`src/logic/snes_mem_macros.svh`:
```
////////////////////////////////////////////////////////////////////////////
// widths and fixed constants of the SNES memory request front end
// include wherever an address width or a fixed code is needed
////////////////////////////////////////////////////////////////////////////

`ifndef SNES_MEM_MACROS_SVH
`define SNES_MEM_MACROS_SVH

// byte address width of the whole SDRAM space
`define SNES_ADDR_W 24

// WRAM is 128 KB
`define WRAM_ADDR_W 17

// upper 7 address bits, puts WRAM at banks EE-EF
`define WRAM_BANK_TAG 7'b1110_111

`define BSRAM_ADDR_W 20
`define ARAM_ADDR_W 16

// rom_type high nibble where BSRAM reads skip bsram_rd_n
`define ROM_TYPE_BSRD 4'hC

`endif

```
`src/logic/snes_mem_pkg.sv`:
```
////////////////////////////////////////////////////////////////////////////
// shared types of the memory front end
// referenced by scoped name, e.g. snes_mem_pkg::snes_addr_t
////////////////////////////////////////////////////////////////////////////

`include "snes_mem_macros.svh"

package snes_mem_pkg;

    // byte address into SDRAM
    typedef logic [`SNES_ADDR_W-1:0] snes_addr_t;

    typedef logic [7:0]  mem_byte_t;   // console side data
    typedef logic [15:0] mem_word_t;   // sdram port data

    // who owns the cpu port this cycle
    typedef enum logic [1:0] {
        src_none = 2'd0,
        src_load = 2'd1,   // cartridge loader write
        src_rom  = 2'd2,   // rom read, fall phase
        src_wram = 2'd3    // wram read or write
    } req_src_e;

endpackage

```
`src/logic/bus_cycle_phase.sv`:
```
////////////////////////////////////////////////////////////////////////////
// run gating for the console core and the registered bus phase strobes
// f2/r2 feed the request arbiter, one cycle after the core's ce pulses
////////////////////////////////////////////////////////////////////////////

module bus_cycle_phase (
    input  logic wclk,
    input  logic resetn,
    input  logic sdram_busy,    // controller still initializing
    input  logic loader_fail,
    input  logic frame_pause,   // video asks for frame sync
    input  logic sysclkf_ce,    // fall phase from core
    input  logic sysclkr_ce,    // rise phase from core
    output logic enable,
    output logic f2,
    output logic r2
);

    logic run_ok;

    // core may only run when nothing holds it back
    assign run_ok = ~sdram_busy & ~loader_fail & ~frame_pause;

    always_ff @(posedge wclk) begin
        if (!resetn) begin
            enable <= 1'b0;
            f2     <= 1'b0;
            r2     <= 1'b0;
        end else begin
            enable <= run_ok;
            f2     <= sysclkf_ce & enable;   // phase only counts while running
            r2     <= sysclkr_ce & enable;
        end
    end

    // a paused core must not issue a phase on the next cycle
    a_no_phase_when_stopped : assert property (
        @(posedge wclk) disable iff (!resetn)
        !enable |=> !(f2 || r2)
    ) else $error("phase strobe after enable was low");

endmodule

```
`src/logic/load_addr_counter.sv`:
```
////////////////////////////////////////////////////////////////////////////
// byte address for cartridge loading, restarts when loading begins
////////////////////////////////////////////////////////////////////////////

module load_addr_counter (
    input  logic                       wclk,
    input  logic                       resetn,
    input  logic                       loading,
    input  logic                       load_valid,   // one byte per pulse
    output snes_mem_pkg::snes_addr_t   load_addr
);

    logic loading_r;   // last cycle's loading, for edge detect

    always_ff @(posedge wclk) begin
        if (!resetn) begin
            loading_r <= 1'b0;
            load_addr <= '0;
        end else begin
            loading_r <= loading;
            if (loading && !loading_r)
                load_addr <= '0;                  // new load, restart at 0
            else if (load_valid)
                load_addr <= load_addr + 1'b1;    // byte taken at the old value
        end
    end

    // first byte of any load lands at address zero
    a_restart_at_zero : assert property (
        @(posedge wclk) disable iff (!resetn)
        $rose(loading) |=> (load_addr == '0)
    ) else $error("load address not cleared at start of loading");

endmodule

```
`src/logic/mem_lane_steer.sv`:
```
////////////////////////////////////////////////////////////////////////////
// byte lane handling between the 8-bit console buses and 16-bit ports
// read data back to the core, ARAM strobes and write data out
////////////////////////////////////////////////////////////////////////////

`include "snes_mem_macros.svh"

module mem_lane_steer (
    input  logic                        wclk,
    input  logic                        resetn,
    input  snes_mem_pkg::mem_word_t     cpu_port0,      // rom data
    input  snes_mem_pkg::mem_word_t     cpu_port1,      // wram data
    input  logic                        rom_addr_lsb,
    input  logic                        rom_word,       // core wants 16 bits
    input  logic                        wram_addr_lsb,
    input  logic [`ARAM_ADDR_W-1:0]     aram_addr,
    input  logic                        aram_ce_n,
    input  logic                        aram_oe_n,
    input  logic                        aram_we_n,
    input  snes_mem_pkg::mem_byte_t     aram_d,
    input  snes_mem_pkg::mem_word_t     aram_dout,
    output snes_mem_pkg::mem_word_t     rom_q,
    output snes_mem_pkg::mem_byte_t     wram_q,
    output snes_mem_pkg::mem_byte_t     aram_q,
    output logic                        aram_rd,
    output logic                        aram_wr,
    output snes_mem_pkg::mem_word_t     aram_din
);

    logic aram_lsb;   // which byte the last aram read wanted

    // odd byte reads come back swapped
    assign rom_q  = (rom_word || !rom_addr_lsb) ? cpu_port0
                                                : {cpu_port0[7:0], cpu_port0[15:8]};
    assign wram_q = wram_addr_lsb ? cpu_port1[15:8] : cpu_port1[7:0];

    assign aram_rd  = ~aram_ce_n & ~aram_oe_n;
    assign aram_wr  = ~aram_ce_n & ~aram_we_n;
    assign aram_din = {aram_d, aram_d};   // ds picks the lane downstream

    // data arrives after the read, so hold the lane bit
    always_ff @(posedge wclk) begin
        if (!resetn)
            aram_lsb <= 1'b0;
        else if (aram_rd)
            aram_lsb <= aram_addr[0];
    end

    assign aram_q = aram_lsb ? aram_dout[15:8] : aram_dout[7:0];

    a_aram_rd_wr_exclusive : assert property (
        @(posedge wclk) disable iff (!resetn)
        !(aram_rd && aram_wr)
    ) else $error("aram read and write together");

endmodule

```
`src/logic/sdram_req_arbiter.sv`:
```
////////////////////////////////////////////////////////////////////////////
// picks one request per cycle for the SDRAM cpu port and registers it
// also registers the BSRAM strobes; loader > rom > wram
////////////////////////////////////////////////////////////////////////////

`include "snes_mem_macros.svh"

module sdram_req_arbiter (
    input  logic                        wclk,
    input  logic                        resetn,
    input  logic                        enable,
    input  logic                        f2,
    input  logic                        r2,
    input  logic                        loading,
    input  logic                        load_valid,
    input  snes_mem_pkg::mem_byte_t     load_data,
    input  snes_mem_pkg::snes_addr_t    load_addr,
    input  snes_mem_pkg::snes_addr_t    rom_addr,
    input  logic                        rom_ce_n,
    input  logic [`WRAM_ADDR_W-1:0]     wram_addr,
    input  snes_mem_pkg::mem_byte_t     wram_d,
    input  logic                        wram_ce_n,
    input  logic                        wram_rd_n,
    input  logic                        wram_we_n,
    input  snes_mem_pkg::mem_byte_t     rom_type,
    input  logic [`BSRAM_ADDR_W-1:0]    bsram_addr_in,
    input  snes_mem_pkg::mem_byte_t     bsram_d,
    input  logic                        bsram_ce_n,
    input  logic                        bsram_rd_n,
    input  logic                        bsram_we_n,
    output logic [`SNES_ADDR_W-2:0]     cpu_word_addr,   // 16-bit word address
    output snes_mem_pkg::mem_word_t     cpu_din,
    output logic [1:0]                  cpu_ds,          // {hi, lo} byte select
    output logic                        cpu_port,        // 0 rom, 1 wram
    output logic                        cpu_rd,
    output logic                        cpu_wr,
    output logic [`BSRAM_ADDR_W-1:0]    bsram_addr,
    output snes_mem_pkg::mem_byte_t     bsram_din,
    output logic                        bsram_rd,
    output logic                        bsram_wr
);

    snes_mem_pkg::req_src_e   src;
    snes_mem_pkg::req_src_e   src_q;      // winner of the registered request
    snes_mem_pkg::snes_addr_t wram_full;  // wram mapped into sdram space
    logic wram_rd;
    logic wram_wr;
    logic bsram_rd_ok;

    assign wram_rd   = ~wram_ce_n & ~wram_rd_n;
    assign wram_wr   = ~wram_ce_n & ~wram_we_n;
    assign wram_full = {`WRAM_BANK_TAG, wram_addr};   // EE,EF:0000-FFFF

    // some map types read bsram without a read strobe
    assign bsram_rd_ok = ~bsram_rd_n | (rom_type[7:4] == `ROM_TYPE_BSRD);

    always_comb begin
        if (loading && load_valid)
            src = snes_mem_pkg::src_load;
        else if (!rom_ce_n && f2)
            src = snes_mem_pkg::src_rom;   // rom only on fall phase
        else if (wram_rd || wram_wr)
            src = snes_mem_pkg::src_wram;
        else
            src = snes_mem_pkg::src_none;
    end

    // strobes
    always_ff @(posedge wclk) begin
        if (!resetn) begin
            cpu_rd   <= 1'b0;
            cpu_wr   <= 1'b0;
            src_q    <= snes_mem_pkg::src_none;
            bsram_rd <= 1'b0;
            bsram_wr <= 1'b0;
        end else begin
            cpu_rd   <= (src == snes_mem_pkg::src_rom) ||
                        (src == snes_mem_pkg::src_wram && wram_rd && f2);
            cpu_wr   <= (src == snes_mem_pkg::src_load) ||
                        (src == snes_mem_pkg::src_wram && wram_wr && r2);
            src_q    <= src;
            bsram_rd <= ~bsram_ce_n & bsram_rd_ok & f2;
            bsram_wr <= ~bsram_ce_n & ~bsram_we_n & r2;
        end
    end

    // request payload, zero when idle
    always_ff @(posedge wclk) begin
        cpu_word_addr <= '0;
        cpu_din       <= '0;
        cpu_ds        <= 2'b00;
        cpu_port      <= 1'b0;
        case (src)
            snes_mem_pkg::src_load: begin
                cpu_word_addr <= load_addr[`SNES_ADDR_W-1:1];
                cpu_din       <= {load_data, load_data};        // same byte both lanes
                cpu_ds        <= {load_addr[0], ~load_addr[0]};
            end
            snes_mem_pkg::src_rom: begin
                cpu_word_addr <= rom_addr[`SNES_ADDR_W-1:1];
                cpu_ds        <= 2'b11;                         // whole word
            end
            snes_mem_pkg::src_wram: begin
                cpu_word_addr <= wram_full[`SNES_ADDR_W-1:1];
                cpu_din       <= {wram_d, wram_d};
                cpu_ds        <= {wram_addr[0], ~wram_addr[0]};
                cpu_port      <= 1'b1;
            end
            default: ;
        endcase
        bsram_addr <= bsram_addr_in;
        bsram_din  <= bsram_d;
    end

    a_rd_wr_exclusive : assert property (
        @(posedge wclk) disable iff (!resetn)
        !(cpu_rd && cpu_wr)
    ) else $error("cpu_rd and cpu_wr together");

    // loader writes use the counter value of the byte's own cycle
    a_load_wr_in_loading : assert property (
        @(posedge wclk) disable iff (!resetn)
        (cpu_wr && src_q == snes_mem_pkg::src_load) |->
            ($past(loading) && cpu_word_addr == $past(load_addr[`SNES_ADDR_W-1:1]))
    ) else $error("loader write outside loading or at wrong address");

    // phase-gated reads trace back to a running core
    a_rd_needs_enable : assert property (
        @(posedge wclk) disable iff (!resetn)
        cpu_rd |-> $past(enable, 2)
    ) else $error("cpu_rd without enable two cycles before");

endmodule

```
`src/logic/snes_mem_top.sv`:
```
////////////////////////////////////////////////////////////////////////////
// memory request front end between the console core and SDRAM controller
// wiring of phase gen, load counter, arbiter and lane steering
////////////////////////////////////////////////////////////////////////////

`include "snes_mem_macros.svh"

module snes_mem_top (
    input  logic                        wclk,
    input  logic                        resetn,
    input  logic                        sdram_busy,
    input  logic                        loader_fail,
    input  logic                        frame_pause,
    input  logic                        sysclkf_ce,
    input  logic                        sysclkr_ce,
    input  logic                        loading,
    input  logic                        load_valid,
    input  snes_mem_pkg::mem_byte_t     load_data,
    input  snes_mem_pkg::snes_addr_t    rom_addr,
    input  logic                        rom_ce_n,
    input  logic                        rom_word,
    input  logic [`WRAM_ADDR_W-1:0]     wram_addr,
    input  snes_mem_pkg::mem_byte_t     wram_d,
    input  logic                        wram_ce_n,
    input  logic                        wram_rd_n,
    input  logic                        wram_we_n,
    input  snes_mem_pkg::mem_byte_t     rom_type,
    input  logic [`BSRAM_ADDR_W-1:0]    bsram_addr_in,
    input  snes_mem_pkg::mem_byte_t     bsram_d,
    input  logic                        bsram_ce_n,
    input  logic                        bsram_rd_n,
    input  logic                        bsram_we_n,
    input  snes_mem_pkg::mem_word_t     cpu_port0,
    input  snes_mem_pkg::mem_word_t     cpu_port1,
    input  logic [`ARAM_ADDR_W-1:0]     aram_addr,
    input  logic                        aram_ce_n,
    input  logic                        aram_oe_n,
    input  logic                        aram_we_n,
    input  snes_mem_pkg::mem_byte_t     aram_d,
    input  snes_mem_pkg::mem_word_t     aram_dout,
    output logic [`SNES_ADDR_W-2:0]     cpu_word_addr,
    output snes_mem_pkg::mem_word_t     cpu_din,
    output logic [1:0]                  cpu_ds,
    output logic                        cpu_port,
    output logic                        cpu_rd,
    output logic                        cpu_wr,
    output logic [`BSRAM_ADDR_W-1:0]    bsram_addr,
    output snes_mem_pkg::mem_byte_t     bsram_din,
    output logic                        bsram_rd,
    output logic                        bsram_wr,
    output snes_mem_pkg::mem_word_t     rom_q,
    output snes_mem_pkg::mem_byte_t     wram_q,
    output snes_mem_pkg::mem_byte_t     aram_q,
    output logic                        aram_rd,
    output logic                        aram_wr,
    output snes_mem_pkg::mem_word_t     aram_din
);

    logic enable;
    logic f2;
    logic r2;
    snes_mem_pkg::snes_addr_t load_addr;

    bus_cycle_phase u_phase (
        .wclk        (wclk),
        .resetn      (resetn),
        .sdram_busy  (sdram_busy),
        .loader_fail (loader_fail),
        .frame_pause (frame_pause),
        .sysclkf_ce  (sysclkf_ce),
        .sysclkr_ce  (sysclkr_ce),
        .enable      (enable),
        .f2          (f2),
        .r2          (r2)
    );

    load_addr_counter u_load_addr (
        .wclk       (wclk),
        .resetn     (resetn),
        .loading    (loading),
        .load_valid (load_valid),
        .load_addr  (load_addr)
    );

    sdram_req_arbiter u_arb (
        .wclk          (wclk),
        .resetn        (resetn),
        .enable        (enable),
        .f2            (f2),
        .r2            (r2),
        .loading       (loading),
        .load_valid    (load_valid),
        .load_data     (load_data),
        .load_addr     (load_addr),
        .rom_addr      (rom_addr),
        .rom_ce_n      (rom_ce_n),
        .wram_addr     (wram_addr),
        .wram_d        (wram_d),
        .wram_ce_n     (wram_ce_n),
        .wram_rd_n     (wram_rd_n),
        .wram_we_n     (wram_we_n),
        .rom_type      (rom_type),
        .bsram_addr_in (bsram_addr_in),
        .bsram_d       (bsram_d),
        .bsram_ce_n    (bsram_ce_n),
        .bsram_rd_n    (bsram_rd_n),
        .bsram_we_n    (bsram_we_n),
        .cpu_word_addr (cpu_word_addr),
        .cpu_din       (cpu_din),
        .cpu_ds        (cpu_ds),
        .cpu_port      (cpu_port),
        .cpu_rd        (cpu_rd),
        .cpu_wr        (cpu_wr),
        .bsram_addr    (bsram_addr),
        .bsram_din     (bsram_din),
        .bsram_rd      (bsram_rd),
        .bsram_wr      (bsram_wr)
    );

    mem_lane_steer u_steer (
        .wclk          (wclk),
        .resetn        (resetn),
        .cpu_port0     (cpu_port0),
        .cpu_port1     (cpu_port1),
        .rom_addr_lsb  (rom_addr[0]),
        .rom_word      (rom_word),
        .wram_addr_lsb (wram_addr[0]),
        .aram_addr     (aram_addr),
        .aram_ce_n     (aram_ce_n),
        .aram_oe_n     (aram_oe_n),
        .aram_we_n     (aram_we_n),
        .aram_d        (aram_d),
        .aram_dout     (aram_dout),
        .rom_q         (rom_q),
        .wram_q        (wram_q),
        .aram_q        (aram_q),
        .aram_rd       (aram_rd),
        .aram_wr       (aram_wr),
        .aram_din      (aram_din)
    );

endmodule

```
`config.mk`:
```
export PLATFORM = sky130hd
export DESIGN_NAME = snes_mem_top
export DESIGN_NICKNAME = d
export VERILOG_FILES = /design/src/logic/snes_mem_pkg.sv /design/src/logic/bus_cycle_phase.sv /design/src/logic/load_addr_counter.sv /design/src/logic/mem_lane_steer.sv /design/src/logic/sdram_req_arbiter.sv /design/src/logic/snes_mem_top.sv
export VERILOG_INCLUDE_DIRS = /design/src /design/src/logic
export SDC_FILE = /design/constraint.sdc
export NUM_CORES = 1
export LEC_CHECK = 0
export ABC_AREA = 1
export BUFFER_PORTS_ARGS = -buffer_cell sky130_fd_sc_hd__buf_2
export CAP_MARGIN = 15
export CORE_AREA = 2 2 119 121
export CTS_CLUSTER_SIZE = 28
export DETAILED_ROUTE_END_ITERATION = 6
export DIE_AREA = 0 0 121 123
export PLACE_DENSITY = 0.66
export SLEW_MARGIN = 20
export SYNTH_ARGS = -nofsm -noshare
export SYNTH_HDL_FRONTEND = slang
export SYNTH_SLANG_ARGS = --single-unit
```
`constraint.sdc`:
```
create_clock -name wclk -period 1.3 [get_ports wclk]
set_input_delay 0.195 -clock wclk [delete_from_list [all_inputs] [get_ports wclk]]
set_output_delay 0.195 -clock wclk [all_outputs]
set_load 0.02 [all_outputs]
```
# After elaboration in Yosys (flattened, before gate mapping)
# Cells that the tools add are included.
# W data, S select, Z words.
dict set report totals {
  reg_bits 103
  latchBits 0
  ram_bits 0
  mem_bits_ro 0
  input_bits 185
  out_inout_bits 124
  word_cells 74
  memories 0
}
dict set report op_classes {
  n_addsub 1
  n_mul 0
  div 0
  order_cmp 0
  eq_ne 4
  shifts 0
  muxes 10
  n_bitwise 28
  reduce_logical 15
}
# cell count
set op_table {}
lappend op_table {{$pmux W23 S3} 1}
lappend op_table {{$pmux W16 S2} 1}
lappend op_table {{$add A24 B1 Y24 const B} 1}
lappend op_table {{$mux W16} 1}
lappend op_table {{$mux W8} 2}
lappend op_table {{$not A1 Y1} 15}
lappend op_table {{$and A1 B1 Y1} 12}
lappend op_table {{$logic_and A1 B1 Y1} 7}
lappend op_table {{$mux W2} 3}
lappend op_table {{$pmux W2 S3} 1}
lappend op_table {{$eq A2 B2 Y1 const B} 2}
lappend op_table {{$eq A4 B4 Y1 const B} 1}
lappend op_table {{$logic_or A1 B1 Y1} 4}
lappend op_table {{$logic_not A1 Y1} 3}
lappend op_table {{$eq A2 B1 Y1 const B} 1}
lappend op_table {{$reduce_or A2 Y1} 1}
lappend op_table {{$mux W1} 1}
lappend op_table {{$or A1 B1 Y1} 1}

# Depth between registers and ports, before layout
dict set report depth {
  ltp_word 10
  mapped_depth 9
  mapped_depth_nobuf 9
}

# Hierarchy
# Synthesis repeated with hierarchy kept, for this count alone.
dict set report unflattened {
  hier_cells 555
  hier_area_um2 4097.7
}
# module n_inst cells_per_inst area_per_inst_um2
set modules_own_cells {}
lappend modules_own_cells {sdram_req_arbiter 1 223 2087.0}
lappend modules_own_cells {load_addr_counter 1 190 1252.5}
lappend modules_own_cells {mem_lane_steer 1 128 656.9}
lappend modules_own_cells {bus_cycle_phase 1 14 101.3}

# Worst setup path after synthesis
# Ideal clock, no wire load.
dict set report synth_timing {
  path_type {register -> register}
  start {register u_load_addr.load_addr[0]}
  end {register u_load_addr.load_addr[20]}
  t_arrival_ns 1.186
  slack_ns 0.004
  stages_incl_launch_ff 9
  n_path_buf 0
  cell_sequence {dfxtp_1 -> ha_1 -> nand2_4 -> nor2_4 -> nand2_4 -> nor2_4 -> nand4_1 -> nand2_1 -> nor2_1}
}
dict set report synth_via {
  elab_chain_len 1
}
# element line
set synth_lines {}
lappend synth_lines {{from (decl)} load_addr_counter.sv:10} ;# output snes_mem_pkg::snes_addr_t load_addr
lappend synth_lines {{from (signal assigned)} load_addr_counter.sv:24} ;# load_addr <= load_addr + 1'b1;
lappend synth_lines {{$add A24 B1 Y24} load_addr_counter.sv:24}
# No other way between the ends.
# A chain may end at the register's enable or synchronous reset.

# Final worst setup path
dict set report layout_timing {
  start {register u_steer.aram_lsb}
  end {output aram_q[4]}
}
dict set report layout_via {
  elab_chain_len 1
}
# element line
set layout_lines {}
lappend layout_lines {{from (decl)} mem_lane_steer.sv:30} ;# logic aram_lsb;
lappend layout_lines {{from (signal assigned)} mem_lane_steer.sv:46} ;# aram_lsb <= aram_addr[0];
lappend layout_lines {{$mux W8} mem_lane_steer.sv:49} ;# assign aram_q = aram_lsb ? aram_dout[15:8] : aram_dout[7:0];
lappend layout_lines {{to (decl)} snes_mem_top.sv:53} ;# output snes_mem_pkg::mem_byte_t aram_q,
# No other way between the ends.

==> results.cfg <==
[outcome]
status = complete, but fails checks
violations = setup timing

[final_layout]
fill_cells = 1309
fin_nets = 985
area_growth_pct = 63.9
final_util_pct = 46.7
fin_area_sq_mm = 0.00636
drive_above_1_share_pct = 46.0
fin_cells = 985

[floorplanning]
core_sq_mm = 0.0136
floorplan.rows = 43
initial_core_util_pct = 28.5
die_h_um = 123
ioPinCount = 309
die_area_sq_mm = 0.0149
die_x_um = 121

[synth]
synthArstFlopShare_pct = 0
synthFlopType = dfxtp_1
yosys.area.top_type_share_pct = 49.0
yosys.area.top_type = dfxtp_1
synth_most_common_cell = nand2_1
syn_nets = 676
yosys.cell_types.count = 30
ys_seq_area_share_pct = 49.0
synth_edf_count = 0
synth_common_cells = 122 x nand2_1, 95 x dfxtp_1, 46 x nor2_1
ys_top_cells_by_area = dfxtp_1 49%, nand2_1 12%, buf_4 5.0%
yosys_warnings = 0
synthesis.area_sq_mm = 0.00388
ys_seq_elements = 95
postSynthCellCount = 490
syn_avg_cell_area_sq_um = 7.92

[power]
p_per_area_mw_per_mm2 = 1080
ir_worst_vdd_v = 0.000506
finalPower_mw = 6.85
p_leak_nw = 3.20

[global_routing]
grt_max_degree = 25
grt_pass1_vias = 3929
top_usage_layer = met2
met2_usage_pct = 31.7
grt_pass1_wl_um = 18600
antenna_found_initial = 2
grtUsageMet1_pct = 15.9
overflow = 0
use_met3_pct = 4.15
track_usage_pct = 16.1

[critical_path]
path_depth = 3
path_delay_family = flip-flops
critPathMaxStageDelay_ps = 380
required_ps = 1110
critPathCaptureType = output port
slowest_stage = dfxtp_4
r2r_cells = 10
worstPathArrival_ps = 1280
cp_cell_sequence = buf_12 -> mux2_4 -> buf_6
worstSetupPathType = flip-flop to output port
cp_max_fo = 5
path_buf_inv = 2
critPathLaunchType = flip-flop

[worst_hold_path]
hold_path.class = input port to flip-flop
hold_path_depth = 3

[route]
viasPerCell = 4.39
drc = 0
vias = 4325
drt_iter0_markers = 141
wire_per_inst_um = 13.0
ant_nets = 0
drtPass1Iterations = 4
wirelength_um = 12800

[place]
place_area_sq_mm = 0.00547
place_inst = 927
place_ws_ps = -58.1
portBuffers = 265
dp_hpwl_um = 9780
place_congestion = 0.859

[cts]
clk_latency_ps = 340
clk_pin_slew_worst_paths_ps = 70
cts_sinks = 95
htreeDepth = 3
numCtsBuffers = 9
cts_buffer_depth = 2
clock-root-buffer = clkbuf_16
cts_tree = built

[timing]
max_freq_mhz = 677
tightestPinTransition_ps = 324
whs_ps = 44.8
relSlewSlack_pct = 78.3
rsz0062_at_grt = true
final_hold_viol_count = 0
fin_crit_sh_pct = 114
fin_skew_ps = 6.08
min_period_ps = 1480
fin_setup_tns_ps = -1420
worst_slack_ps = -178
setup_viol = 12
slew_violations = 0

[job]
cap_violations = 0
[routing by layer]
metal	share of wire [%]	vias to the layer above	routed length (um)
met4	2.5	2	322
met2	54	168	6900
met3	7.6	35	979
met1	36	1940	4610
li1	-	2180	-
met5	0.10	-	13
[area by class of cell]
type / count / area, sq um / area share, %
antenna: 1 / 2.50 / 0.0394
clock buffer: 9 / 225 / 3.54
clock inverter: 7 / 60.1 / 0.945
inverter: 50 / 190 / 2.99
multi-input combinational: 306 / 1650 / 26.0
sequential: 95 / 1920 / 30.1
tap: 180 / 225 / 3.54
timing repair buffer: 337 / 2090 / 32.9
[worst register-to-register path, stage by stage, from the launching register on]
cell     delay, ps
dfxtp_2        340
buf_6          120
nand2_4         60
nor2_4          50
buf_4          130
buf_4          120
buf_4          120
nand2_1         60
inv_1           50
a21oi_1        110
nor2_1          50
[flip-flops by register name, indices dropped and copies added, names as in the netlist, 2 cells and up]
name and cells:
u_load_addr.load_addr 24, u_arb.cpu_din 8, u_arb.bsram_din 8, u_arb.bsram_addr 20
u_arb.cpu_word_addr 23, u_arb.cpu_ds 2
[power by group]
group          internal (mW)  switching (mW)  total [mW]  leakage (nW)
Sequential              3.04          0.0405        3.08         0.789
Clock                   1.33            1.15        2.49         0.143
Combinational          0.600           0.690        1.29          2.27
[placed cells by master (no fill, tap or decap), types with 4 or more instances in the layout]
master and instances:
buf_2 256, nand2_1 118, dfxtp_1 90, inv_1 45, nor2_1 42, buf_4 33
dlygate4sd3_1 32, a21oi_1 27, o21ai_0 18, nand3_1 14, o211ai_1 10, buf_6 10
nor2_4 9, nand4_1 9, nor3_1 9, clkbuf_16 9, a22o_1 8, mux2_4 8
nand2_2 7, o21ai_1 7, nand2_4 5, buf_12 5, nand3_2 4
[path summary, 6_finish.rpt]
path,startpoint,slack [ps],to
worst max-delay path,u_steer.aram_lsb,-180,aram_q[4]
worst min-delay path,wram_addr[14],40,u_arb.cpu_word_addr[13]
worst max register to register,u_load_addr.load_addr[0],-20,u_load_addr.load_addr[5]
worst min register to register,u_phase.enable,430,u_phase.f2
[repair_timing]
action                                  4_1_cts  5_1_grt
resized for setup                            34       29
setup buffers                                 2        6
pin swaps                                    10       15
hold buffers                                 32        0
endpoints found under the hold margin        30        0
endpoints found under the setup margin       17       42
cloned                                        1        0
[kinds of logic after synthesis]
family / share of synthesized area [%]
adder cells (fa/ha/maj): 0.323
AO/OA/AOI/OAI: 11.0
multiplexers: 2.58
buffers and inverters: 11.4
AND/OR/NAND/NOR: 25.7
flip-flops: 49.0
(Power assumes the default switching activity.)
